File: config.mk
export PLATFORM = sky130hd
export DESIGN_NAME = cache_lru
export DESIGN_NICKNAME = d
export VERILOG_FILES = /design/src/design/cache_pkg.sv /design/src/design/cache_lru.sv
export SDC_FILE = /design/constraint.sdc
export NUM_CORES = 1
export LEC_CHECK = 0
export ABC_AREA = 1
export BUFFER_PORTS_ARGS = -buffer_cell sky130_fd_sc_hd__buf_4
export CAP_MARGIN = 10
export CORE_ASPECT_RATIO = 0.8
export CORE_MARGIN = 3
export CORE_UTILIZATION = 45
export CTS_BUF_LIST = sky130_fd_sc_hd__clkbuf_16
export DETAILED_ROUTE_END_ITERATION = 16
export GPL_ROUTABILITY_DRIVEN = 0
export GPL_TIMING_DRIVEN = 0
export SLEW_MARGIN = 10
export SYNTH_ARGS = -nofsm -noshare
export SYNTH_HDL_FRONTEND = slang
export SYNTH_SLANG_ARGS = --single-unit
File: constraint.sdc
create_clock -name clk -period 3.15 [get_ports clk]
set_clock_uncertainty 0.05 [all_clocks]
set_input_delay 0.315 -clock clk [delete_from_list [all_inputs] [get_ports clk]]
set_output_delay 0.315 -clock clk [all_outputs]
set_load 0.005 [all_outputs]
File: src/design/cache_pkg.sv
package cache_pkg;

    // --------------------------------------------------
    // Cache geometry.
    // --------------------------------------------------
    localparam int WAYS            = 4;
    localparam int SETS            = 16;
    localparam int WORDS_PER_BLOCK = 4;
    localparam int WORD_W          = 32;
    localparam int ADDR_W          = 32;
    localparam int BLOCK_W         = WORDS_PER_BLOCK * WORD_W;

    // Field widths.
    localparam int WAY_W      = $clog2(WAYS);
    localparam int INDEX_W    = $clog2(SETS);
    localparam int WORD_SEL_W = $clog2(WORDS_PER_BLOCK);
    localparam int OFFSET_W   = WORD_SEL_W + 2;
    localparam int TAG_W      = ADDR_W - INDEX_W - OFFSET_W;

    // --------------------------------------------------
    // Cache address.
    // --------------------------------------------------
    // Flat byte address for the memory side, split fields for lookup.
    typedef union packed {
        logic [ADDR_W-1:0] flat;
        struct packed {
            logic [TAG_W-1:0]                 tag;
            logic [INDEX_W-1:0]               index;
            logic [WORD_SEL_W-1:0]            word;
            logic [OFFSET_W-WORD_SEL_W-1:0]   byte_sel;
        } fields;
    } t_cache_addr;

endpackage

File: src/design/cache_lru.sv
`timescale 1ns/1ps

module cache_lru
    import cache_pkg::*;
(
    input  logic               clk,
    input  logic               arstn,
    input  logic [INDEX_W-1:0] i_index,
    input  logic               i_lru_update,
    input  logic [WAY_W-1:0]   i_hit_way,
    input  logic [WAYS-1:0]    i_valid_bits,
    output logic [WAY_W-1:0]   o_victim_way
);

    // Age 0 is most recently used.
    logic [WAY_W-1:0] age [SETS][WAYS];
    logic [WAY_W-1:0] hit_age;

    assign hit_age = age[i_index][i_hit_way];

    // --------------------------------------------------
    // Age update.
    // --------------------------------------------------
    always_ff @(posedge clk or negedge arstn) begin
        if (!arstn) begin
            for (int s = 0; s < SETS; s++) begin
                for (int w = 0; w < WAYS; w++) begin
                    age[s][w] <= WAY_W'(w);
                end
            end
        end else if (i_lru_update) begin
            for (int w = 0; w < WAYS; w++) begin
                if (WAY_W'(w) == i_hit_way) begin
                    age[i_index][w] <= '0;
                end else if (age[i_index][w] < hit_age) begin
                    age[i_index][w] <= age[i_index][w] + 1'b1;
                end
            end
        end
    end

    // --------------------------------------------------
    // Victim choice.
    // --------------------------------------------------
    always_comb begin
        o_victim_way = '0;
        for (int w = 0; w < WAYS; w++) begin
            if (age[i_index][w] == WAY_W'(WAYS - 1)) begin
                o_victim_way = WAY_W'(w);
            end
        end
        // Lowest invalid way wins over the oldest.
        for (int w = WAYS - 1; w >= 0; w--) begin
            if (!i_valid_bits[w]) begin
                o_victim_way = WAY_W'(w);
            end
        end
    end

endmodule

# Word level (Yosys, flattened, before mapping)
# Cells that the tools add are included.
# word_totals
ff_bits,128
word_cells,129
output_inout_bits,2
# op_classes
bitwise_logic,10
n_reduce_logical,2
eq_ne,6
order_cmp,7
n_addsub,4
n_mux,36
# ops
cell,count
$mux 128,11
$and 128x128->128,4
$bwmux 128,4
$not 128->128,4
$demux 8 s4,4
$bmux 8 s4,1
$mux 8,3
$mux 2,9
$add 2x1->2 const B,4
$lt 2x2->1,4
$eq 2x2->1 const B,3
$mux 6,1
$ge 5x5->1 const B,1
$lt 5x1->1 const B,1
$not 4->5,1
$bmux 2 s2,1
$eq 2x2->1 const A,2
$mux 4,1
$ge 3x3->1 const B,1
$not 2->3,1
$eq 1x2->1 const A,1
$logic_not 2->1,1
$logic_and 1x1->1,1
$mux 1,1

# Longest topological paths before layout
# logic_depth
word_depth,22
ltp_mapped,21
ltp_nobuf,18

# Worst setup path before layout
# Ideal clock, no wire load.
# synth_timing
kind,input-to-reg
start,input port i_index[1]
end,register age[125] (netlist bit)
t_arrival_ps,2928
slack_ps,55
path_buffers,3
setup_ps,118
stages,19
required_time_ps,2982
path_cell_list,buf_4 -> nand2_1 -> inv_2 -> clkbuf_1 -> a22oi_1 -> a21oi_1 -> or2_2 -> or3_1 -> nand2_1 -> o21ai_0 -> nor2_1 -> ha_1 -> nand2_2 -> nand2_1 -> nand2_1 -> buf_2 -> nand2_1 -> nand2_1 -> nand2_1
# synth_via
elab_chain_cells,22
# synth_lines
item,line,rtl
from (decl),cache_lru.sv:8,"input logic [INDEX_W-1:0] i_index,"
$not 4->5 (not written as such) *,n/a,
$bmux 8 s4,"cache_lru.sv:19, cache_lru.sv:35, cache_lru.sv:36",
$mux 8 (not written as such) (2 in a row),"cache_lru.sv:35, cache_lru.sv:36",
$bmux 2 s2,cache_lru.sv:19,assign hit_age = age[i_index][i_hit_way];
$mux 2 (not written as such) (2 in a row),cache_lru.sv:19,
$lt 2x2->1,cache_lru.sv:35,end else if (age[i_index][w] < hit_age) begin
$mux 128,cache_lru.sv:35,
$mux 128,cache_lru.sv:33,if (WAY_W'(w) == i_hit_way) begin
[4 not listed],n/a,
$mux 128,cache_lru.sv:31,end else if (i_lru_update) begin
$bwmux 128,cache_lru.sv:36,age[i_index][w] <= age[i_index][w] + 1'b1;
$mux 128,cache_lru.sv:35,
$mux 128,cache_lru.sv:33,
$mux 128,cache_lru.sv:31,
$bwmux 128,cache_lru.sv:36,
$mux 128,cache_lru.sv:35,
$mux 128 *,cache_lru.sv:33,
"to (signal, indexed assignment)",cache_lru.sv:28,age[s][w] <= WAY_W'(w);
"to (signal, indexed assignment)",cache_lru.sv:36,
to (decl),cache_lru.sv:16,logic [WAY_W-1:0] age [SETS][WAYS];
# Every way passes the cells marked *; elsewhere a longest branch is shown, timed or not. The select of a mux whose other input is x is not followed.
# A chain may end at the register's enable or synchronous reset.

# Worst setup path after layout
# layout_timing
start,input port i_index[1]
end,register age[25] (netlist bit)
# The elaborated chain is that of the path after synthesis.

==> flow_summary.toml <==
[worst_setup_path]
cp_max_fo = 10
startpoint = "i_index[1]"
arrival_ns = 3.45
startpoint_type = "input pin"
timing.rr.start = "age[89]"
worstSetupPathType = "in2reg"
cp.required_ns = 3.49
endpoint = "age[25]"
reg2reg_depth = 16
end_kind = "flop"
reg2reg_to = "age[25]"
r2r_slack_ns = 0.07

[detailed_routing]
drc = 0
avgRoutedWirePerCell_um = 22.0
first_pass_iters = 6
ant_nets = 0
drt_iter0_drc = 1849
vias = 11779
routed_via_density = 6.01
drt_wl_total_um = 43100

[pwr]
p_per_area_nw_per_um2 = 385
p_leak_nw = 5.69
max-vdd-ir-drop_mv = 0.389

[worst_hold_path]
hold_path_depth = 5
hold_class = "in2reg"

[logic_synthesis]
synth_cell_types = 25
ys.flop_type = "dfstp_2"
synth_mux_area_share_pct = 0
syn_nets = 1657
netlist_instances = 1637
synthSimpleGateAreaFrac_pct = 52.2
syn_avg_cell_area_um2 = 6.06
synth_top_area_cell = "nand2_1"
netlist.area_leader.share_pct = 25.7
synth_common_cells = "nand2_1 (680), nand3_1 (385), nor2_1 (160), a21oi_1 (73)"
syn-cell-area_um2 = 9920
synth_xor_area_share_pct = 0
synth_edf_count = 0
synth_compound_area_share_pct = 6.35
synth_most_common_cell = "nand2_1"
ys_async_sr_fraction_pct = 100
yosysSeqAreaShare_pct = 33.1
synth_fa_ha_area_share_pct = 0.883
synth.yosys.warnings = 0
yosys-top-cells-area = "nand2_1 (26%), nand3_1 (19%), dfstp_2 (17%)"
ys_ff_latch = 128
synth_top_family_by_area = "simple AND/OR/NAND/NOR gates"

[place]
port_buffers = 12
post-dp-hpwl_um = 28300
dp_slack_ns = -1.13

[sta]
drv_slew = 0
layout_worst_path_cycle_share_pct = 98.8
worst_pin_slew_ns = 1.08
hold_viol = 0
period_needed_ns = 3.11
fin_setup_tns_ns = 0
relSlewSlack_pct = 27.9
fmax_ghz = 0.321
setup_viol = 0
setup_ws_ns = 0.0387

[clocking]
cts-htree-levels = 4
clockRootBuffer = "clkbuf_16"
cts_tree = "yes"
cts_made_buffers = 17
cts_max_path_buffers = 2
clkTransAtPathRegs_ns = 0.06
worstSkewPairLatency_ns = 0.45
numClockSinks = 128

[cells_and_area]
top_regs = "age: 128 flops"
drive_gt1_share_pct = 12.6
top_register = "age"
syn2layout_area_growth_pct = 13.2
n_antenna_cell = 0
nFillCells = 2207
fin_nets = 1697
largest_reg_flops = 128

[die]
num_rows = 47
fp.coreArea_um2 = 21200
initial_core_util_pct = 46.8
io_pins = 15
chipWidth_um = 172
dieArea_um2 = 23900
die_y_um = 139

[grt]
grt.overflow.total = 0
grt_pass1_wl_um = 64100
grt_pass1_vias = 10515
grt_max_degree = 67
grt_use_total_pct = 35.6
antenna_found_initial = 0

[flow_run]
maxCapViolations = 0

[run_status]
outcome = "finished, final reports clean"
## cells by family after synthesis
family	count (synthesis)
DFF	128
and+or+nand+nor	1238
AOI/OAI and AO/OA	109
buffers and inverters	155
adders and majority gates	7
## metrics by stage
stage / cells / power, mW / cell area [µm²] / utilization [%] / hold slack [ns]
floorplan: 1637 / 1.91 / 9920 / - / -0.0306
global placement: 1918 / 2.13 / 10300 / 48.9 / 0.418
detailed placement: 1919 / 2.13 / 10400 / 49.0 / 0.303
CTS: 1954 / 4.28 / 11100 / 52.4 / 0.340
global route: 1959 / 4.42 / 11200 / 53.0 / 0.374
finish: 1959 / 4.32 / 11200 / 53.0 / 0.348
## layout by cell type (no fill, tap or decap), types with 2 or more instances in the layout
cell type / n
buf_1: 3
nand3_1: 385
clkinv_1: 11
clkbuf_16: 17
nor2_2: 4
o21ai_0: 2
or2_2: 2
or3_4: 2
nor2_4: 3
buf_4: 16
clkbuf_4: 5
inv_1: 23
dfrtp_1: 64
nand2_2: 6
inv_2: 11
nor2_1: 157
buf_2: 30
bufinv_16: 4
buf_6: 18
buf_8: 6
dfstp_2: 64
clkbuf_1: 42
nand2_1: 676
a21oi_1: 72
ha_1: 7
inv_4: 3
clkbuf_2: 6
nand2_4: 2
clkinvlp_4: 5
a22oi_1: 31
clkinv_2: 2
## layout make-up
cell class / count / area (µm²) / share of cell area [%]
repair buffers: 21 / 176 / 1.57
plain buffers: 109 / 694 / 6.18
well taps: 269 / 337 / 3.00
clock inverters: 15 / 193 / 1.72
clock buffers: 17 / 425 / 3.79
inverters: 46 / 180 / 1.60
flip-flops and latches: 128 / 3280 / 29.2
multi-input cells: 1354 / 5940 / 52.9
## report_power, final
group          leakage [nW]  total (mW)  internal [mW]  switching (mW)
logic                  3.85       0.510          0.107           0.403
clock network         0.290        2.16           1.32           0.843
registers              1.55        1.65           1.65               0
## what timing repair did
action                                  CTS  global route
pin swaps                                 1             1
resized for setup                        26            35
hold buffers                              1             0
setup buffers                             2             1
hold endpoints to repair                 32             0
endpoints found under the setup margin  130           130
cloned                                    0             4
## layer usage
layer | GRT usage (%) | wire length (µm) | up-vias
met5 | 0 | 40 | -
met4 | 15.2 | 2200 | 2
met3 | 10.2 | 5920 | 149
met2 | 49.4 | 17200 | 806
met1 | 51.4 | 17800 | 5386
li1 | - | - | 5436
## worst max-delay path, stage by stage
cell	delay, ns
buf_6	0.14
nand2_4	0.12
inv_4	0.10
clkbuf_8	0.20
a22oi_1	0.20
a21oi_1	0.08
or2_2	0.30
or3_4	0.37
nand2_1	0.11
o21ai_0	0.12
nor2_2	0.18
buf_4	0.15
ha_1	0.24
nand2_2	0.12
nand2_1	0.08
nand2_1	0.13
buf_6	0.16
buf_6	0.16
nand3_1	0.09
nand2_1	0.08
## how the worst min path moves through the flow
| stage | from | endpoint | slack, ns |
|---|---|---|---|
| after floorplan | arstn | age[101] | -0.03 |
| after global placement | age[73] | age[73] | 0.42 |
| after detailed placement | arstn | age[71] | 0.30 |
| after CTS | i_lru_update | age[88] | 0.34 |
| after global routing | i_lru_update | age[57] | 0.37 |
| final | i_lru_update | age[88] | 0.35 |
Power figures use the tool's default switching activity.
