===== config.mk =====
export PLATFORM = sky130hd
export DESIGN_NAME = data_cache_fsm
export DESIGN_NICKNAME = d
export VERILOG_FILES = /design/src/design/cache_pkg.sv /design/src/design/data_cache_fsm.sv
export SDC_FILE = /design/constraint.sdc
export NUM_CORES = 1
export LEC_CHECK = 0
export CORE_AREA = 2 2 39 41
export DETAILED_ROUTE_END_ITERATION = 6
export DIE_AREA = 0 0 41 43
export DONT_BUFFER_PORTS = 1
export GPL_ROUTABILITY_DRIVEN = 1
export PLACE_DENSITY = 0.3
export SYNTH_ARGS = -nofsm -noshare
export SYNTH_HDL_FRONTEND = slang
export SYNTH_SLANG_ARGS = --single-unit

===== constraint.sdc =====
create_clock -name clk -period 1 [get_ports clk]
set_input_delay 0.15 -clock clk [delete_from_list [all_inputs] [get_ports clk]]
set_output_delay 0.15 -clock clk [all_outputs]
set_load 0.1 [all_outputs]

===== src/design/cache_pkg.sv =====
package cache_pkg;

    // --------------------------------------------------
    // Cache geometry.
    // --------------------------------------------------
    localparam int WAYS            = 4;
    localparam int SETS            = 16;
    localparam int WORDS_PER_BLOCK = 4;
    localparam int WORD_W          = 32;
    localparam int ADDR_W          = 32;
    localparam int BLOCK_W         = WORDS_PER_BLOCK * WORD_W;

    // Field widths.
    localparam int WAY_W      = $clog2(WAYS);
    localparam int INDEX_W    = $clog2(SETS);
    localparam int WORD_SEL_W = $clog2(WORDS_PER_BLOCK);
    localparam int OFFSET_W   = WORD_SEL_W + 2;
    localparam int TAG_W      = ADDR_W - INDEX_W - OFFSET_W;

    // --------------------------------------------------
    // Cache address.
    // --------------------------------------------------
    // Flat byte address for the memory side, split fields for lookup.
    typedef union packed {
        logic [ADDR_W-1:0] flat;
        struct packed {
            logic [TAG_W-1:0]                 tag;
            logic [INDEX_W-1:0]               index;
            logic [WORD_SEL_W-1:0]            word;
            logic [OFFSET_W-WORD_SEL_W-1:0]   byte_sel;
        } fields;
    } t_cache_addr;

endpackage


===== src/design/data_cache_fsm.sv =====
`timescale 1ns/1ps

module data_cache_fsm
    import cache_pkg::*;
(
    input  logic clk,
    input  logic arstn,

    // Status from the datapath.
    input  logic i_start_check,
    input  logic i_hit,
    input  logic i_dirty,
    input  logic i_r_last,
    input  logic i_b_resp,

    // Control to the datapath.
    output logic o_stall,
    output logic o_data_block_write_en,
    output logic o_valid_update,
    output logic o_lru_update,
    output logic o_start_write,
    output logic o_start_read,
    output logic o_addr_control
);

    typedef enum logic [1:0] {
        IDLE        = 2'b00,
        COMPARE_TAG = 2'b01,
        ALLOCATE    = 2'b10,
        WRITE_BACK  = 2'b11
    } t_state;

    t_state state;
    t_state next_state;

    // --------------------------------------------------
    // State register.
    // --------------------------------------------------
    always_ff @(posedge clk or negedge arstn) begin
        if (!arstn) begin
            state <= IDLE;
        end else begin
            state <= next_state;
        end
    end

    // --------------------------------------------------
    // Next state.
    // --------------------------------------------------
    always_comb begin
        next_state = state;
        case (state)
            IDLE: begin
                if (i_start_check) begin
                    next_state = COMPARE_TAG;
                end
            end
            COMPARE_TAG: begin
                if (i_hit) begin
                    next_state = IDLE;
                end else if (i_dirty) begin
                    next_state = WRITE_BACK;
                end else begin
                    next_state = ALLOCATE;
                end
            end
            // Fill is done once the last beat is buffered.
            ALLOCATE: begin
                if (i_r_last) begin
                    next_state = COMPARE_TAG;
                end
            end
            WRITE_BACK: begin
                if (i_b_resp) begin
                    next_state = ALLOCATE;
                end
            end
            default: next_state = IDLE;
        endcase
    end

    // --------------------------------------------------
    // Outputs.
    // --------------------------------------------------
    always_comb begin
        o_stall               = 1'b1;
        o_data_block_write_en = 1'b0;
        o_valid_update        = 1'b0;
        o_lru_update          = 1'b0;
        o_start_write         = 1'b0;
        o_start_read          = 1'b0;
        o_addr_control        = 1'b1;
        case (state)
            COMPARE_TAG: begin
                o_stall      = ~i_hit;
                o_lru_update = i_hit;
                // Victim address and block are latched here.
                o_addr_control = ~(~i_hit & i_dirty);
            end
            ALLOCATE: begin
                o_start_read          = 1'b1;
                o_data_block_write_en = i_r_last;
                o_valid_update        = i_r_last;
            end
            WRITE_BACK: begin
                o_start_write = 1'b1;
            end
            default: begin
                o_stall = 1'b1;
            end
        endcase
    end

endmodule


=== Word-level counts from Yosys, hierarchy flattened ===
Index checks and enable logic that the tools add are counted.

* Register bits: 2
* Bits in latches: 0
* RAM bits: 0
* Memory bits (read-only): 0
* Input port bits: 7
* Output and inout bits: 7
* Logic and storage cells: 24
* Memories: 0

* $add $sub $neg: 0
* Multipliers: 0
* Divide/modulo/power cells: 0
* Magnitude comparators: 0
* Equality and inequality tests: 6
* Shift-type cells: 0
* Mux-type cells: 12
* Bitwise logic cells: 3
* Reduce and logical (&&, ||, !) cells: 2

{| class="wikitable"
|+ Operators by type and width
! operator !! number
|-
| 2-to-1 mux 2 bit || 4
|-
| case mux 2 bit (4 select lines) || 1
|-
| 2-to-1 mux 1 bit || 7
|-
| inequality test 2 bit (second input constant) || 3
|-
| equality test 2 bit (second input constant) || 2
|-
| AND reduction 3 bit || 1
|-
| equality test 2 x 1 -> 1 bit (second input constant) || 1
|-
| zero test 2 bit || 1
|-
| NOT 1 bit || 2
|-
| bitwise AND 1 bit || 1
|}

=== Longest topological paths before layout ===
* Depth in word-level cells: 4
* Depth in mapped cells: 3
* Mapped depth without buffers: 2

=== Worst setup path after synthesis ===
No wires, ideal clock.

* Path kind: register -> output
* Start: reg state[0]
* End: out o_valid_update
* Arrival time: 3144 ps
* Required time: 850 ps
* Slack: -2294 ps
* Cell stages (with the launch flop): 4
* Path through: dfrtp_1 -> nor2b_1 -> and2_1 -> buf_4

* Word-level cells in the longest chain between the ends: 2

{| class="wikitable"
|+ Ends and longest elaborated chain
! element !! RTL line !! text
|-
| from (decl) || data_cache_fsm.sv:33 || <nowiki>t_state state;</nowiki>
|-
| from (signal assigned) || data_cache_fsm.sv:43 || <nowiki>state <= next_state;</nowiki>
|-
| equality test 2 bit || n/a ||
|-
| 2-to-1 mux 1 bit || n/a ||
|-
| to (decl) || data_cache_fsm.sv:19 || <nowiki>output logic o_valid_update,</nowiki>
|}

No other way between the ends.

=== Worst setup path in the final report ===
* Start: reg state[1]
* End: out o_lru_update

* Word-level cells in the longest chain between the ends: 2

{| class="wikitable"
|+ Ends and longest elaborated chain
! element !! RTL line !! text
|-
| equality test 2 x 1 -> 1 bit || data_cache_fsm.sv:93 || <nowiki>case (state)</nowiki>
|-
| 2-to-1 mux 1 bit || data_cache_fsm.sv:93 ||
|-
| to (decl) || data_cache_fsm.sv:20 || <nowiki>output logic o_lru_update,</nowiki>
|}

No other way between the ends.

==> impl_summary.log <==
INFO  metric outcome = finished, violations left
INFO  metric failing_checks = negative setup slack
INFO  metric finalClockSkew = 0.00720 ns
INFO  metric worstPathArrival = 1.19 ns
INFO  metric ant_nets = 0
INFO  metric wl_cell = 10.5 microns
INFO  metric timing.hold.worst.start = i_r_last
INFO  metric critical_path.cell_chain = buf_6, nor2b_4, and2_4
INFO  metric htree_num_levels = 1
INFO  metric crit_family = simple AND/OR/NAND/NOR gates
INFO  metric tritoncts_buffer_count = 3
INFO  metric routed_via_density = 3.69
INFO  metric hold_depth = 2
INFO  metric syn-cell-area = 149 sq um
INFO  metric dieHeight = 43 microns
INFO  metric crit-reg2reg-capture = state[0]
INFO  metric routed-via-count = 177
INFO  metric drc_errors = 0
INFO  metric drt_pre_antenna_iters = 1
INFO  metric period_share = 134%
INFO  metric worstSetupPathType = register to output port
INFO  metric grt_first_pass_wirelength = 752 microns
INFO  metric start_util = 10.8%
INFO  metric maxSlewHeadroom = 80.5%
INFO  metric wl = 506 microns
INFO  metric reg2reg_depth = 3
INFO  metric final_critical_path_setup_slack = -0.344 ns
INFO  metric hold_removal_path_class = input port to register
INFO  metric worst_skew_late_latency = 0.23 ns
INFO  metric fillCellCount = 150
INFO  metric gr-total-overflow = 0
INFO  metric core_area = 0.00138 sq mm
INFO  metric io_pins = 14
INFO  metric largestRegisters = state: 2 flops
INFO  metric timing.critical_path.buf_inv = 1
INFO  metric slowest_delay = 0.39 ns
INFO  metric cap_violations = 0
INFO  metric setup_viol = 9
INFO  metric weighted_congestion_at_the_end_of_routability_driven_global_placement = 0.690
INFO  metric cts_num_sinks = 2
INFO  metric mean_cell_area_of_the_mapped_netlist = 9.31 sq um
INFO  metric syn-num-nets = 23
INFO  metric die_x = 41 microns
INFO  metric largest-register = state
INFO  metric worstPathRequired = 0.85 ns
INFO  metric die_footprint = 0.00176 sq mm
INFO  metric crit_path_start_kind = register
INFO  metric finalCriticalPeriod = 1.34 ns
INFO  metric final_layout_size_suffix_gt1_share = 75.0%
INFO  metric timing.final.hold_violations = 0
INFO  metric synth-seq-area-share = 33.6%
INFO  metric worst_setup_slack_before_clock_tree_synthesis = -0.157 ns
INFO  metric worst_pin_slew = 0.292 ns
INFO  metric clk_pin_slew = 0.03 ns
INFO  metric max_clock_freq = 0.744 GHz
INFO  metric buffer_ports.inserted = 0
INFO  metric cp-end-kind = output port
INFO  metric track_usage = 6.73%
INFO  metric core.rowCount = 14
INFO  metric antenna_violations_before_repair = 0
INFO  metric cts_tree = built
INFO  metric clock_tree.buffer_depth = 2
INFO  metric postSynthCellCount = 16
INFO  metric n_antenna_cell = 0
INFO  metric worst-r2r-setup-slack = -0.25 ns
INFO  metric initialDrtViolationCount = 0
INFO  metric worst_r2r_startpoint = state[0]
INFO  metric yosysUniqueCellTypes = 10
INFO  metric ys_ff_latch = 2
INFO  metric synthesis_to_layout_area_growth = 168%
INFO  metric setup_repair_after_global_routing_missed_its_margin = true
INFO  metric grt_pass1_vias = 183
INFO  metric hold_path_end = state[1]
INFO  metric largest_reg_flops = 2
INFO  metric ctsRootBufferMaster = sky130_fd_sc_hd__clkbuf_4
INFO  metric maximum_number_of_pins_on_one_net_before_global_route_repair = 5
INFO  metric cp_max_fo = 2
INFO  metric library_cell_contributing_the_largest_single_delay_on_the_critical_path = sky130_fd_sc_hd__dfrtp_1
INFO  metric finish.net_count = 40
INFO  metric yosys_warnings = 0
INFO  metric finalMaxSlewViolations = 0
## per-stage QoR
step / util [%] / setup TNS, ns / std cells / hold WS, ns / area (sq um)
after floorplan: - / -2.21 / 16 / -0.146 / 190
after global placement: 21.7 / -0.638 / 39 / -0.146 / 300
after detailed placement: 21.7 / -0.729 / 39 / -0.146 / 300
after CTS: 28.8 / -2.67 / 48 / 0.115 / 399
after global routing: 28.8 / -2.92 / 48 / 0.149 / 399
final: 28.8 / -2.61 / 48 / 0.129 / 399
## worst max path at each step
stage / from / end / depth (start not counted)
after CTS: state[1] / o_lru_update / 3
after global placement: state[0] / state[0] / 2
final: state[1] / o_lru_update / 3
after floorplan: state[0] / o_valid_update / 3
after detailed placement: state[0] / state[0] / 2
after global routing: state[1] / o_addr_control / 5
## synth_stat cells
master	count	area share, %
sky130_fd_sc_hd__and2_1	2	8.4
sky130_fd_sc_hd__nand2_1	2	5.0
sky130_fd_sc_hd__dfrtp_1	2	34
sky130_fd_sc_hd__buf_4	1	5.0
sky130_fd_sc_hd__a22o_1	1	5.9
sky130_fd_sc_hd__and2_2	1	5.0
sky130_fd_sc_hd__inv_1	2	5.0
sky130_fd_sc_hd__nand2b_1	1	4.2
sky130_fd_sc_hd__mux4_2	1	15
sky130_fd_sc_hd__nor2b_1	3	13
## cells in the final DEF, fill, tap and decap left out
master,n
sky130_fd_sc_hd__and2_4,3
sky130_fd_sc_hd__clkbuf_1,1
sky130_fd_sc_hd__buf_4,4
sky130_fd_sc_hd__dfrtp_2,1
sky130_fd_sc_hd__nand2_4,2
sky130_fd_sc_hd__nor2b_4,2
sky130_fd_sc_hd__a22o_1,1
sky130_fd_sc_hd__nor2b_1,1
sky130_fd_sc_hd__dfrtp_1,1
sky130_fd_sc_hd__buf_6,3
sky130_fd_sc_hd__buf_12,5
sky130_fd_sc_hd__nand2b_1,1
sky130_fd_sc_hd__dlygate4sd3_1,1
sky130_fd_sc_hd__clkbuf_4,3
sky130_fd_sc_hd__mux4_2,1
sky130_fd_sc_hd__inv_1,2
## per-layer routing
layer  up-vias  share of wire [%]  track usage (%)
met4         0                  0             4.00
met1        88                 39             8.39
li1         82                  -                -
met5         -                  0                0
met2         7                 51             8.13
met3         0                9.7             4.71
## cell type report
cell class              count  area, sq um  share of cell area [%]
well taps                  16         20.0                    5.02
inverters                   2         7.51                    1.88
multi-input cells          11          120                    30.1
repair buffers             13          174                    43.6
flip-flops and latches      2         51.3                    12.9
clock buffers               4         26.3                    6.58
## timing repair
action / CTS / global route
hold buffers: 1 / 0
gates resized for setup: 9 / 0
pin swaps: 2 / 0
buffers inserted: 4 / 0
endpoints found under the setup margin: 9 / 9
endpoints found under the hold margin: 2 / 0
## logic make-up after synthesis
logic type	Yosys count	share of synthesized area [%]
compound gates	1	5.88
flops	2	33.6
mux	1	15.1
simple gates	9	35.3
buf+inv	3	10.1
Power is not shown: default switching activity piles up to over one toggle a cycle in this logic, so the estimate is an artifact.
