File: config.mk
export PLATFORM = sky130hd
export DESIGN_NAME = mem_burst_ctrl
export DESIGN_NICKNAME = d
export VERILOG_FILES = /design/src/design/cache_pkg.sv /design/src/design/mem_burst_ctrl.sv
export SDC_FILE = /design/constraint.sdc
export NUM_CORES = 1
export LEC_CHECK = 0
export BUFFER_PORTS_ARGS = -buffer_cell sky130_fd_sc_hd__buf_2
export CORE_AREA = 8 8 173 175
export DETAILED_ROUTE_END_ITERATION = 8
export DIE_AREA = 0 0 181 183
export PLACE_DENSITY_LB_ADDON = 0.2
export SLEW_MARGIN = 15
export SYNTH_ARGS = -nofsm -noshare
export SYNTH_HDL_FRONTEND = slang
export SYNTH_SLANG_ARGS = --single-unit
File: constraint.sdc
create_clock -name clk -period 5 [get_ports clk]
set_clock_uncertainty 0.15 [all_clocks]
set_input_delay 0.25 -clock clk [delete_from_list [all_inputs] [get_ports clk]]
set_output_delay 0.25 -clock clk [all_outputs]
set_load 0.01 [all_outputs]
File: src/design/cache_pkg.sv
package cache_pkg;

    // --------------------------------------------------
    // Cache geometry.
    // --------------------------------------------------
    localparam int WAYS            = 4;
    localparam int SETS            = 16;
    localparam int WORDS_PER_BLOCK = 4;
    localparam int WORD_W          = 32;
    localparam int ADDR_W          = 32;
    localparam int BLOCK_W         = WORDS_PER_BLOCK * WORD_W;

    // Field widths.
    localparam int WAY_W      = $clog2(WAYS);
    localparam int INDEX_W    = $clog2(SETS);
    localparam int WORD_SEL_W = $clog2(WORDS_PER_BLOCK);
    localparam int OFFSET_W   = WORD_SEL_W + 2;
    localparam int TAG_W      = ADDR_W - INDEX_W - OFFSET_W;

    // --------------------------------------------------
    // Cache address.
    // --------------------------------------------------
    // Flat byte address for the memory side, split fields for lookup.
    typedef union packed {
        logic [ADDR_W-1:0] flat;
        struct packed {
            logic [TAG_W-1:0]                 tag;
            logic [INDEX_W-1:0]               index;
            logic [WORD_SEL_W-1:0]            word;
            logic [OFFSET_W-WORD_SEL_W-1:0]   byte_sel;
        } fields;
    } t_cache_addr;

endpackage

File: src/design/mem_burst_ctrl.sv
`timescale 1ns/1ps

module mem_burst_ctrl
    import cache_pkg::*;
(
    input  logic               clk,
    input  logic               arstn,
    input  logic               i_start_read,
    input  logic               i_start_write,
    input  logic               i_addr_control,
    input  t_cache_addr        i_addr,
    input  logic [TAG_W-1:0]   i_victim_tag,
    input  logic [BLOCK_W-1:0] i_victim_block,
    output logic               o_r_last,
    output logic               o_b_resp,
    output logic [BLOCK_W-1:0] o_fill_block,

    // Read address and data.
    output logic               o_mem_ar_valid,
    output t_cache_addr        o_mem_ar_addr,
    input  logic               i_mem_ar_ready,
    input  logic               i_mem_r_valid,
    input  logic [WORD_W-1:0]  i_mem_r_data,
    input  logic               i_mem_r_last,

    // Write address, data and response.
    output logic               o_mem_aw_valid,
    output t_cache_addr        o_mem_aw_addr,
    input  logic               i_mem_aw_ready,
    output logic               o_mem_w_valid,
    output logic [WORD_W-1:0]  o_mem_w_data,
    output logic               o_mem_w_last,
    input  logic               i_mem_w_ready,
    input  logic               i_mem_b_valid
);

    logic [WORDS_PER_BLOCK-1:0][WORD_W-1:0] line_buf;
    logic [WORDS_PER_BLOCK-1:0][WORD_W-1:0] wb_block;

    logic [WORD_SEL_W-1:0] rd_cnt;
    logic [WORD_SEL_W-1:0] wr_cnt;
    logic                  rd_issued;
    logic                  wr_issued;

    // --------------------------------------------------
    // Read engine.
    // --------------------------------------------------
    always_comb begin
        o_mem_ar_addr.flat = {i_addr.flat[ADDR_W-1:OFFSET_W], {OFFSET_W{1'b0}}};
    end

    always_ff @(posedge clk or negedge arstn) begin
        if (!arstn) begin
            o_mem_ar_valid <= 1'b0;
            o_r_last       <= 1'b0;
            rd_issued      <= 1'b0;
            rd_cnt         <= '0;
        end else begin
            o_r_last <= i_mem_r_valid && i_mem_r_last;
            // One burst per request, re-armed when the FSM leaves ALLOCATE.
            if (!i_start_read) begin
                rd_issued <= 1'b0;
                rd_cnt    <= '0;
            end else if (!rd_issued) begin
                rd_issued      <= 1'b1;
                o_mem_ar_valid <= 1'b1;
            end
            if (o_mem_ar_valid && i_mem_ar_ready) begin
                o_mem_ar_valid <= 1'b0;
            end
            if (i_mem_r_valid) begin
                rd_cnt <= rd_cnt + 1'b1;
            end
        end
    end

    always_ff @(posedge clk) begin
        if (i_mem_r_valid) begin
            line_buf[rd_cnt] <= i_mem_r_data;
        end
    end

    assign o_fill_block = line_buf;

    // --------------------------------------------------
    // Write engine.
    // --------------------------------------------------
    always_ff @(posedge clk) begin
        if (!i_addr_control) begin
            wb_block           <= i_victim_block;
            o_mem_aw_addr.flat <= {i_victim_tag, i_addr.fields.index, {OFFSET_W{1'b0}}};
        end
    end

    assign o_mem_w_data = wb_block[wr_cnt];
    assign o_mem_w_last = (wr_cnt == WORD_SEL_W'(WORDS_PER_BLOCK - 1));

    always_ff @(posedge clk or negedge arstn) begin
        if (!arstn) begin
            o_mem_aw_valid <= 1'b0;
            o_mem_w_valid  <= 1'b0;
            o_b_resp       <= 1'b0;
            wr_issued      <= 1'b0;
            wr_cnt         <= '0;
        end else begin
            o_b_resp <= i_mem_b_valid;
            if (!i_start_write) begin
                wr_issued <= 1'b0;
            end else if (!wr_issued) begin
                wr_issued      <= 1'b1;
                o_mem_aw_valid <= 1'b1;
                o_mem_w_valid  <= 1'b1;
                wr_cnt         <= '0;
            end
            if (o_mem_aw_valid && i_mem_aw_ready) begin
                o_mem_aw_valid <= 1'b0;
            end
            // Data beats advance on their own handshake.
            if (o_mem_w_valid && i_mem_w_ready) begin
                wr_cnt <= wr_cnt + 1'b1;
                if (o_mem_w_last) begin
                    o_mem_w_valid <= 1'b0;
                end
            end
        end
    end

endmodule

**Word level (Yosys, flattened, before mapping)**

Index checks and enable logic that the tools add are counted.

- RAM bits: 0
- ROM bits: 0
- Logic and storage cells: 61
- Latch bits: 0
- Bits in registers: 295
- Output and inout port bits: 230
- Bits of input ports: 227
- Memories kept: 0

- Mux-type cells: 22
- Reduce and logical (&&, ||, !) cells: 11
- Multipliers: 0
- Equal/unequal tests: 5
- $lt $le $gt $ge: 3
- Add/sub/neg operators: 2
- Bitwise logic cells: 0
- Div/mod/pow operators: 0
- Shifts and indexed selects: 0

Operators by type and width:

| kind | number |
|---|---|
| $bwmux W128 | 1 |
| $bmux W32 S2 | 1 |
| $demux W32 S2 | 1 |
| $mux W32 | 2 |
| $mux W1 | 12 |
| $mux W2 | 5 |
| $ne A2 B1 Y1 const B | 4 |
| $lt A2 B3 Y1 const B | 2 |
| $reduce_and A2 Y1 | 3 |
| $reduce_bool A2 Y1 | 3 |
| $logic_and A1 B1 Y1 | 5 |
| $add A2 B1 Y2 const B | 2 |
| $eq A2 B2 Y1 const B | 1 |
| $ge A2 B1 Y1 const B | 1 |

**Depth between registers and ports, before layout**

- Depth after elaboration: 5
- Mapped depth: 4
- Mapped depth without buffers: 4

**Least setup slack after synthesis**

OpenSTA, ideal clock, no wires.

- Path kind: input-to-reg
- Start point: in i_addr_control
- End point: reg o_mem_aw_addr[10] (netlist bit) (enable)
- Stages on the path: 1
- Path slack: 1.083 ns
- Required time: 4.342 ns
- Path buffers: 0
- Arrival: 3.260 ns
- Setup time: 0.508 ns
- Path through: inv_1

RTL lines:

| what | RTL line | text |
|---|---|---|
| start, declared | mem_burst_ctrl.sv:10 | `input logic i_addr_control,` |
| end, declared | mem_burst_ctrl.sv:28 | `output t_cache_addr o_mem_aw_addr,` |

No word-level cell between the ends.

**Worst setup path after layout**

- Start point: reg wr_cnt[0]
- End point: out o_mem_w_data[4]

- Cells in the longest elaborated chain, start to end: 2

RTL lines:

| what | RTL line | text |
|---|---|---|
| start, declared | mem_burst_ctrl.sv:41 | `logic [WORD_SEL_W-1:0] wr_cnt;` |
| start signal, assigned | mem_burst_ctrl.sv:120 | `wr_cnt <= wr_cnt + 1'b1;` |
| $bmux W32 S2 | mem_burst_ctrl.sv:95 | `assign o_mem_w_data = wb_block[wr_cnt];` |
| $mux W32 (implied by the code) | mem_burst_ctrl.sv:95 |  |
| end, declared | mem_burst_ctrl.sv:31 | `output logic [WORD_W-1:0] o_mem_w_data,` |

No other way between the ends. The select of a mux whose other input is x is not followed.

==> run_results.csv <==
group,metric,value,unit
setup_path,cp-end-kind,"output pin",
timing,setup_violations,0,
floorplan,initial_utilization,37.0,%
global_routing,grt_antenna_before_repair,4,
clock_tree,clkLatencyLatePin,0.53,ns
setup_path,r2r_start,"rd_cnt[0]",
timing,tns,0,ns
timing,tightest_slew,1.08,ns
placement,place_congestion,0.757,
timing,maxSlewHeadroom,28.3,%
pwr,p_leak,6.03,nW
route,wl_per_cell,20.3,µm
final_layout,area_growth,49.6,%
route,drtAntennaViolNets,0,
clock_tree,clock-sinks,295,
final_layout,register_area,8800,µm²
floorplan,die_y,183,µm
placement,hpwl,19000,µm
global_routing,grt_pass1_vias,6995,
floorplan,die-area,33100,µm²
synth,synth_area,10100,µm²
timing,report.final.slew_viol_count,0,
final_layout,drive_gt1_share,46.4,%
clock_tree,numCtsBuffers,29,
placement,post_dp_cell_area,12200,µm²
final_layout,nets,1231,
min_path,hold_depth,2,
route,drtIter0Drc,392,
global_routing,grt_max_degree,123,
clock_tree,clk_pin_slew_worst_paths,0.06,ns
synth,yosys.area.top_type,"edfxtp_1",
synth,seq_area_frac_synth,87.1,%
route,vias,6134,
min_path,hold_path.class,"in -> reg",
clock_tree,clockBufferDepth,3,
final_layout,fillers,2078,
setup_path,crit_required,4.60,ns
global_routing,grt_usage,16.1,%
timing,whs,0.218,ns
run,maxCapViolCount,0,
setup_path,cp.arrival,2.58,ns
placement,pre_cts_ws,2.48,ns
timing,setup_slack,2.02,ns
pwr,power.total,6.15,mW
final_layout,multi_input_area,958,µm²
timing,fin_crit_sh,59.5,%
final_layout,final_common_cell,"buf_2",
synth,synth_cell_types,18,
synth,ys_ff_latch,295,
clock_tree,cts_hold_buf,199,
min_path,hp-start,"i_mem_b_valid",
placement,port-buffer-count,396,
route,viasPerCell,4.48,
setup_path,setup.worst_path.start,"wr_cnt[0]",
pwr,powerDensity,407,nW/µm²
setup_path,cp-start-kind,"register",
floorplan,rows,61,
setup_path,worstPathMaxFanout,23,
route,drc,0,
synth,postSynthAreaPerCell,25.1,µm²
final_layout,final_cell_mix,"buf_2 (396), edfxtp_1 (284), dlygate4sd3_1 (199)",
global_routing,grt_pass1_wl,41800,µm
clock_tree,cts_setup_buffers,0,
pwr,max-vdd-ir-drop,0.330,mV
synth,synthTopCellsByArea,"edfxtp_1 (84%), mux4_2 (6.2%), dfrtp_1 (2.7%)",
route,dr.pass1.iters,5,
synth,synth.top_cell.area_share,84.4,%
final_layout,design_area,15100,µm²
timing,hold_viol,0,
setup_path,reg2reg_depth,4,
clock_tree,cts_resized,0,
floorplan,coreArea,27300,µm²
global_routing,grt.overflow.total,0,
status,status,"finished, final reports clean",
setup_path,crit_type,"reg -> out",
clock_tree,clock-root-buffer,"clkbuf_16",
clock_tree,cts_tree,"done",
synth,yosysWarnings,0,
clock_tree,h-tree-depth,1,
synth,syn_inst,403,
route,wl,27800,µm
timing,rsz0062_at_grt,"false",
timing,fmax,336,MHz
timing,period_needed,2.98,ns
floorplan,ios,457,
floorplan,fp.dieW,181,µm
-- routing by layer --
layer  wire length, µm  up-vias  track usage (%)  part of all wire, %
li1                  -     2782                -                    -
met1             10400     2944             18.4                   37
met2             13700      360             27.5                   49
met3              3070       48             6.61                   11
met4               664        0             5.02                  2.4
met5                 0        -                0                    0
-- final cells by class --
cell class              instances  area share [%]
flip-flops and latches        295            58.2
repair buffers                602            26.6
multi-input cells              68            6.34
clock buffers                  33            4.90
well taps                     346            2.86
clock inverters                16           0.869
inverters                       3           0.108
diodes                          5          0.0827
-- cells in the mapped netlist --
| library cell | n |
|---|---|
| and2_1 | 5 |
| buf_12 | 3 |
| buf_2 | 3 |
| buf_4 | 36 |
| buf_6 | 1 |
| clkbuf_1 | 1 |
| conb_1 | 1 |
| dfrtp_1 | 11 |
| edfxtp_1 | 284 |
| ha_1 | 5 |
| inv_1 | 3 |
| mux2i_1 | 3 |
| mux4_1 | 4 |
| mux4_2 | 28 |
| nand2_1 | 7 |
| nand2b_1 | 2 |
| nand3_1 | 3 |
| o21ai_0 | 3 |
-- worst max-delay path, cell delays in order (launching register included) --
cell	delay, ns
dfrtp_2	0.86
buf_4	0.41
mux4_1	0.59
buf_2	0.17
-- sequential cells by signal (all words and copies together) (netlist names), 2 cells and up --
signal,cells
o_fill_block,128
wb_block,128
o_mem_aw_addr,28
rd_cnt,2
wr_cnt,2
-- report_power, final --
part | internal (mW) | switching (mW) | total [mW] | leakage (nW)
Sequential | 2.95 | 0.116 | 3.06 | 2.83
Clock | 1.16 | 0.861 | 2.02 | 0.424
Combinational | 0.545 | 0.527 | 1.07 | 2.77
Total | 4.65 | 1.50 | 6.15 | 6.03
-- final timing paths --
kind | endpoint | slack [ns]
hold / removal | o_b_resp | 0.22
hold reg to reg | o_mem_ar_valid | 0.32
setup reg to reg | o_fill_block[72] | 3.01
min in group asynchronous | o_mem_ar_valid | 0.63
max in group asynchronous | wr_cnt[0] | 3.66
setup / recovery | o_mem_w_data[4] | 2.02
-- logic make-up (layout without fill, tap and decap cells) --
family	count (synthesis)	count (layout)	synth area share [%]
flip-flops	295	295	87.1
buffers and inverters	47	654	3.68
multiplexers	35	35	7.58
AND/OR/NAND/NOR	17	17	0.842
adder cells (fa/ha/maj)	5	5	0.619
AO/OA/AOI/OAI	3	3	0.149
other	1	13	0.0371
-- metrics by stage --
step | instances | util [%]
6_report | 1368 | 55.3
3_5_place_dp | 1115 | 44.8
2_1_floorplan | 410 | -
5_1_grt | 1367 | 55.3
4_1_cts | 1363 | 55.3
3_3_place_gp | 1115 | 44.8
(Power assumes the default switching activity.)
