**src/design/cache_pkg.sv**
```systemverilog
package cache_pkg;

    // --------------------------------------------------
    // Cache geometry.
    // --------------------------------------------------
    localparam int WAYS            = 4;
    localparam int SETS            = 16;
    localparam int WORDS_PER_BLOCK = 4;
    localparam int WORD_W          = 32;
    localparam int ADDR_W          = 32;
    localparam int BLOCK_W         = WORDS_PER_BLOCK * WORD_W;

    // Field widths.
    localparam int WAY_W      = $clog2(WAYS);
    localparam int INDEX_W    = $clog2(SETS);
    localparam int WORD_SEL_W = $clog2(WORDS_PER_BLOCK);
    localparam int OFFSET_W   = WORD_SEL_W + 2;
    localparam int TAG_W      = ADDR_W - INDEX_W - OFFSET_W;

    // --------------------------------------------------
    // Cache address.
    // --------------------------------------------------
    // Flat byte address for the memory side, split fields for lookup.
    typedef union packed {
        logic [ADDR_W-1:0] flat;
        struct packed {
            logic [TAG_W-1:0]                 tag;
            logic [INDEX_W-1:0]               index;
            logic [WORD_SEL_W-1:0]            word;
            logic [OFFSET_W-WORD_SEL_W-1:0]   byte_sel;
        } fields;
    } t_cache_addr;

endpackage

```
**src/design/cache_tag_array.sv**
```systemverilog
`timescale 1ns/1ps

module cache_tag_array
    import cache_pkg::*;
(
    input  logic             clk,
    input  logic             arstn,
    input  t_cache_addr      i_addr,
    input  logic [WAY_W-1:0] i_victim_way,
    input  logic             i_valid_update,
    input  logic             i_lru_update,
    input  logic             i_we,
    output logic             o_hit,
    output logic [WAY_W-1:0] o_hit_way,
    output logic             o_dirty,
    output logic [TAG_W-1:0] o_victim_tag,
    output logic [WAYS-1:0]  o_valid_bits
);

    logic [TAG_W-1:0]   tags  [WAYS][SETS];
    logic [SETS-1:0]    valid [WAYS];
    logic [SETS-1:0]    dirty [WAYS];
    logic [WAYS-1:0]    match;
    logic [INDEX_W-1:0] index;

    assign index = i_addr.fields.index;

    // --------------------------------------------------
    // Lookup.
    // --------------------------------------------------
    always_comb begin
        o_hit_way = '0;
        for (int w = 0; w < WAYS; w++) begin
            o_valid_bits[w] = valid[w][index];
            match[w]        = valid[w][index] && (tags[w][index] == i_addr.fields.tag);
            if (match[w]) begin
                o_hit_way = WAY_W'(w);
            end
        end
        o_hit = |match;
    end

    // Only read by the FSM on a miss.
    assign o_dirty      = dirty[i_victim_way][index];
    assign o_victim_tag = tags[i_victim_way][index];

    // --------------------------------------------------
    // Update.
    // --------------------------------------------------
    always_ff @(posedge clk) begin
        if (i_valid_update) begin
            tags[i_victim_way][index] <= i_addr.fields.tag;
        end
    end

    always_ff @(posedge clk or negedge arstn) begin
        if (!arstn) begin
            for (int w = 0; w < WAYS; w++) begin
                valid[w] <= '0;
                dirty[w] <= '0;
            end
        end else if (i_valid_update) begin
            // Freshly filled block is clean.
            valid[i_victim_way][index] <= 1'b1;
            dirty[i_victim_way][index] <= 1'b0;
        end else if (i_lru_update && i_we) begin
            dirty[o_hit_way][index] <= 1'b1;
        end
    end

endmodule

```
**config.mk**
```make
export PLATFORM = sky130hd
export DESIGN_NAME = cache_tag_array
export DESIGN_NICKNAME = d
export VERILOG_FILES = /design/src/design/cache_pkg.sv /design/src/design/cache_tag_array.sv
export SDC_FILE = /design/constraint.sdc
export NUM_CORES = 2
export LEC_CHECK = 0
export BUFFER_PORTS_ARGS = -buffer_cell sky130_fd_sc_hd__buf_4
export CELL_PAD_IN_SITES_DETAIL_PLACEMENT = 0
export CELL_PAD_IN_SITES_GLOBAL_PLACEMENT = 1
export CORE_UTILIZATION = 51
export CTS_CLUSTER_SIZE = 10
export DETAILED_ROUTE_END_ITERATION = 6
export PLACE_DENSITY_LB_ADDON = 0.2
export SLEW_MARGIN = 20
export SYNTH_ARGS = -nofsm -noshare
export SYNTH_HDL_FRONTEND = slang
export SYNTH_SLANG_ARGS = --single-unit
```
**constraint.sdc**
```tcl
create_clock -name clk -period 6.7 [get_ports clk]
set_input_delay 0.67 -clock clk [delete_from_list [all_inputs] [get_ports clk]]
set_output_delay 0.67 -clock clk [all_outputs]
set_load 0.005 [all_outputs]
```
After elaboration in Yosys (flattened, before gate mapping)
Memories as Yosys holds them, arrays and structs flattened.
Index checks and enable logic that the tools add are counted.
{"block": "totals", "rom_bits": 0, "reg_bits": 128, "out_inout_bits": 32, "latchBits": 0, "mem_bits_rw": 1536, "wordCells": 82, "n_memories": 1}
{"name": "tags", "words": 4, "word_bits": 384, "read_ports": 5, "rd_clocked_by_memory_dff": 0, "wr": 1, "line": "cache_tag_array.sv:20", "source": "logic [TAG_W-1:0] tags [WAYS][SETS];"}
{"block": "classes", "n_addsub": 0, "reduce_logical": 11, "n_bitwise": 7, "n_mux": 43, "mul": 0, "order_cmp": 8, "shift": 0, "n_div": 0, "eq_ne": 4}
{"cell": "binary-select mux 24 bit (select 4 bit)", "count": 5}
{"cell": "two-way mux 384 bit", "count": 1}
{"cell": "two-way mux 24 bit", "count": 11}
{"cell": "two-way mux 64 bit", "count": 2}
{"cell": "OR 64 bit", "count": 2}
{"cell": "demux 24 bit (select 4 bit)", "count": 1}
{"cell": "equality test 24 bit", "count": 4}
{"cell": "bitwise AND 64 bit", "count": 1}
{"cell": "demux 16 bit (select 2 bit)", "count": 2}
{"cell": "two-way mux 16 bit", "count": 4}
{"cell": "NOT 64 bit", "count": 1}
{"cell": "binary-select mux 16 bit (select 2 bit)", "count": 1}
{"cell": "binary-select mux 1 bit (select 4 bit)", "count": 5}
{"cell": "logical AND 1 bit", "count": 9}
{"cell": "two-way mux 1 bit", "count": 8}
{"cell": "greater-or-equal comparator 3 bit, second input constant", "count": 2}
{"cell": "< comparator 3 x 1 -> 1 bit, second input constant", "count": 2}
{"cell": "NOT 2 -> 3 bit", "count": 2}
{"cell": "greater-or-equal comparator 5 bit, second input constant", "count": 1}
{"cell": "< comparator 4 x 5 -> 1 bit, second input constant", "count": 1}
{"cell": "< comparator 5 x 1 -> 1 bit, second input constant", "count": 1}
{"cell": "NOT 4 -> 5 bit", "count": 1}
{"cell": "demux 1 bit (select 4 bit)", "count": 1}
{"cell": "greater-or-equal comparator 4 x 1 -> 1 bit, second input constant", "count": 1}
{"cell": "other kinds (3)", "count": 4}

Logic depth before layout (Yosys ltp)
{"block": "depth", "depth_word": 17, "ltp_mapped": 18}

Worst setup path before layout
Ideal clock, no wire load.
{"block": "synth_timing", "path_type": "input to output", "startpoint": "input i_addr[4] (netlist name)", "endpoint": "output o_victim_tag[3]", "path_stages": 13, "required_time_ns": 6.030, "path_buffers": 10, "setup_slack_ns": 2.036, "arrival_ns": 3.994, "cell_sequence": "buf_6 buf_6 buf_8 buf_4 buf_6 buf_6 buf_6 buf_2 buf_2 buf_2 mux4_2 mux4_2 mux4_2"}
{"block": "synth_between", "elab_chain_cells": 4}
{"element": "start: declaration", "line": "cache_tag_array.sv:8", "source": "input t_cache_addr i_addr,"}
{"element": "NOT 4 -> 5 bit (not written as such)", "line": "cache_tag_array.sv:45", "source": "assign o_victim_tag = tags[i_victim_way][index];"}
{"element": "binary-select mux 24 bit (select 4 bit)", "line": "cache_tag_array.sv:45"}
{"element": "two-way mux 24 bit (not written as such) (2 in a row)", "line": "cache_tag_array.sv:45"}
{"element": "end: declaration", "line": "cache_tag_array.sv:16", "source": "output logic [TAG_W-1:0] o_victim_tag,"}
Every way passes these cells. The select of a mux whose other input is x is not followed.

Worst setup path after layout
{"block": "layout_timing", "startpoint": "input i_addr[4] (netlist name)", "endpoint": "output o_hit"}
{"block": "layout_between", "elab_chain_cells": 7, "elab_cells_between_ends": 30, "cone_classes": "4 x eq/ne; 20 x mux; 1 x bitwise; 5 x reduce/logical"}
{"element": "NOT 4 -> 5 bit (not written as such)", "line": "cache_tag_array.sv:35", "source": "match[w] = valid[w][index] && (tags[w][index] == i_addr.fields.tag);"}
{"element": "binary-select mux 24 bit (select 4 bit)", "line": "cache_tag_array.sv:35"}
{"element": "two-way mux 24 bit (not written as such) (2 in a row)", "line": "cache_tag_array.sv:35"}
{"element": "equality test 24 bit", "line": "cache_tag_array.sv:35"}
{"element": "logical AND 1 bit", "line": "cache_tag_array.sv:35"}
{"element": "OR reduction 4 bit (*)", "line": "cache_tag_array.sv:40", "source": "o_hit = |match;"}
{"element": "end: declaration", "line": "cache_tag_array.sv:13", "source": "output logic o_hit,"}
Every way passes the cells marked *; elsewhere a longest branch is shown, timed or not. The select of a mux whose other input is x is not followed.

==> reports/results.ini <==
[clock_tree]
cts.clk_slew.worst_paths_ps = 60
post_cts_resized = 0
h-tree-depth = 4
clock-root-buffer = clkbuf_16
cts_buffer_depth = 3
clk_latency_ps = 830
cts_setup_buffers = 0
postCtsHoldBufs = 1
cts_sinks = 1664
cts_tree = yes
numCtsBuffers = 188

[sta]
finalCritPeriodShare = 0.9159
max_freq_ghz = 0.1630
hold-worst-slack_ps = 206.0
slew_headroom = 0.1968
slew_violations = 0
hold_viol = 0
rsz0062_at_grt = no
tns_ps = 0
finalCriticalPeriod_ps = 6136
fin_skew_ps = 32.45
worst_slack_ps = 563.7
worstMarginPinSlew_ps = 1202
finalSetupViolations = 0

[synth]
netlist_instances = 3600
synth_ff_type = edfxtp_1
synth_cell_type_count = 92
synth_seq_area_share = 0.7155
synth-edff-count = 1536
yosysWarnings = 0
mappedNetlistArea_um2 = 68940
synth_simple_gate_area_frac = 0.03762
synth-seq-cells = 1664
synthMuxAreaShare = 0.1697
syn_area_per_cell_um2 = 19.15
synth_top_family_by_area = multiplexers
synthArstFlopShare = 0.07692
synth_compound_area_frac = 0.04205
synth_xor_area_frac = 0.01105
synthAdderAreaFrac = 0
synth_fp_nets = 3639

[critical_path]
crit_top_cell = buf_4
cpLargestDelayFamily = buffers and inverters
path_depth = 13
worst_setup_path_end_kind = output pin
cpPeakStageDelay_ps = 800
r2r_cells = 9
critPathKind = primary input to output pin
cp.arrival_ps = 5470
path_buf_inv = 5
crit_chain = buf_8 > clkinv_2 > buf_4 > mux2i_1 > xnor2_1 > a31oi_1 > nor4_1 > nand3_1 > nor3_1 > buf_4 > or2_2 > nand3b_1 > buf_4
startpoint_type = primary input
required_ps = 6030
cp_max_fo = 54
critical-path-slowest-cell = mux2i_1

[detailed_routing]
wl_per_cell_um = 37.87
ant_nets = 0
first_iter_violations = 5344
drt_first_pass_iters = 7
drt-vias-per-instance = 6.736
routed_wl_um = 214900
vias = 38234
drc = 13

[finish]
stdcell_count = 5676
fin_nets = 3844
area_delta_synth_final_pct = 12.22
finalInstanceArea_um2 = 77370
postLayoutCoreUtil = 0.5783
drive_gt1_frac = 0.2468

[place]
dp_hpwl_um = 134200
gp_congestion = 0.9666
place_inst = 5379
place_area_um2 = 71820
port_buffers = 66
dp_worst_setup_slack_ps = 670.1

[power_and_ir_drop]
p_clk_frac = 0.411
p_leak_nw = 25.77
power_mw = 22.73
vdd_ir_drop_max_mv = 0.2824
swShare = 0.2278
seq_power_share = 0.509
intPower_mw = 17.55
power_switching_mw = 5.177
pwr-share-comb = 0.080
power_density_nw_per_um2 = 293.8

[floorplanning]
coreArea_um2 = 133800
die_h_um = 369.7
die_x_um = 369.7
ioPinCount = 71
rows = 134
die-area_um2 = 136700
start_util = 0.5153

[global_route]
gr-max-usage-layer = met2
antenna_found_initial = 12
grt_pass1_wl_um = 299300
grt_pass1_vias = 38409
grt_max_degree = 96
grt_usage = 0.3190
grt_remaining_overflow = 0
grt_use_met1 = 0.4564
gr-usage-met2 = 0.4776
grtUsageMet3 = 0.07019

[run_status]
failed_checks = design-rule violations
status = finished, violations left

[worst_hold_path]
hold_depth = 1
min_path_type = primary input to flip-flop

[flow_run]
cap_violations = 0

[placed cells by master, fill, tap and decap left out, types with 13 or more instances in the layout]
cell type	synthesis	routed
clkbuf_16	0	194
dfrtp_1	128	128
nor2_4	0	39
clkbuf_1	56	78
a31oi_1	25	25
mux2i_1	194	194
o21ai_0	100	100
a21oi_1	56	56
nor2_2	0	17
nand2b_1	13	13
mux2_2	44	44
nand3_1	32	30
xor2_1	15	15
buf_4	31	197
nor4_1	13	13
nor2_1	149	93
a211oi_1	16	16
nand2_1	187	187
edfxtp_1	1536	1536
a22oi_1	70	70
o211ai_1	13	13
o22ai_1	21	21
mux4_2	336	336
xnor2_1	72	72
or2_2	65	65
mux4_1	63	63
nor3_1	24	24
buf_12	20	14
inv_1	22	21
[logic make-up after synthesis]
kind of cell	Yosys count
XOR/XNOR	87
AND/OR/NAND/NOR	551
flip-flops	1664
AO/OA/AOI/OAI	417
multiplexers	639
buffers and inverters	242
[worst reg2reg max path, cell delays in order, from the launching register on]
cell and delay (ps):
edfxtp_1 370, mux4_2 480, mux2i_1 780, xnor2_1 240
a31oi_1 150, nor4_1 330, nand3_1 120, or3_1 540
nand3b_1 670, o21ai_0 240
[registers in the layout, indices dropped and copies added (netlist names)]
name   count
tags    1536
dirty     64
valid     64
[routing by layer]
metal,up-vias,share of wire
li1,15119,-
met1,20451,0.40
met2,2231,0.45
met3,423,0.099
met4,10,0.042
met5,-,0.00032
[layout make-up]
type,count,area [µm²]
repair buffers,220,1919
flip-flops and latches,1664,49330
diodes,2,5.005
fillers,9824,56430
well taps,1768,2212
multi-input cells,1694,18310
inverters,37,142.6
clock buffers,274,5175
clock inverters,17,279.0
[power by group through the flow]
stage                     Sequential, mW  Combinational [mW]  Clock [mW]
after global placement              11.8                1.74           0
after floorplan                     11.8               0.989           0
after global routing                11.6                1.87        9.83
after detailed placement            11.8                1.78           0
final                               11.6                1.81        9.34
after CTS                           11.6                1.78        9.42
[final timing paths]
| kind | from | to | slack (ps) |
|---|---|---|---|
| setup / recovery | i_addr[4] | o_hit | 560 |
| hold / removal | i_addr[29] | tags[2][309] | 210 |
| setup reg to reg | tags[2][125] | dirty[58] | 2660 |
| hold reg to reg | valid[34] | valid[34] | 460 |
| max in group asynchronous | arstn | valid[62] | 4840 |
| min in group asynchronous | arstn | valid[10] | 460 |
[cell usage after synthesis (all sizes together) (14+ instances only)]
cell       n  area share
a211oi    16      0.0017
a21oi     56      0.0041
a22oi     72      0.0080
a31oi     25      0.0023
buf      144       0.018
clkbuf    61      0.0036
dfrtp    128       0.046
edfxtp  1536        0.67
inv       26      0.0014
mux2      45      0.0074
mux2i    194       0.028
mux4     400        0.13
nand2    187       0.010
nand3     32      0.0023
nor2     149      0.0081
nor3      25      0.0019
nor4      14      0.0015
o21ai    108      0.0082
o22ai     21      0.0019
or2       66      0.0060
xnor2     72      0.0091
xor2      15      0.0019
Note: power is estimated with default switching activity, not from simulation.
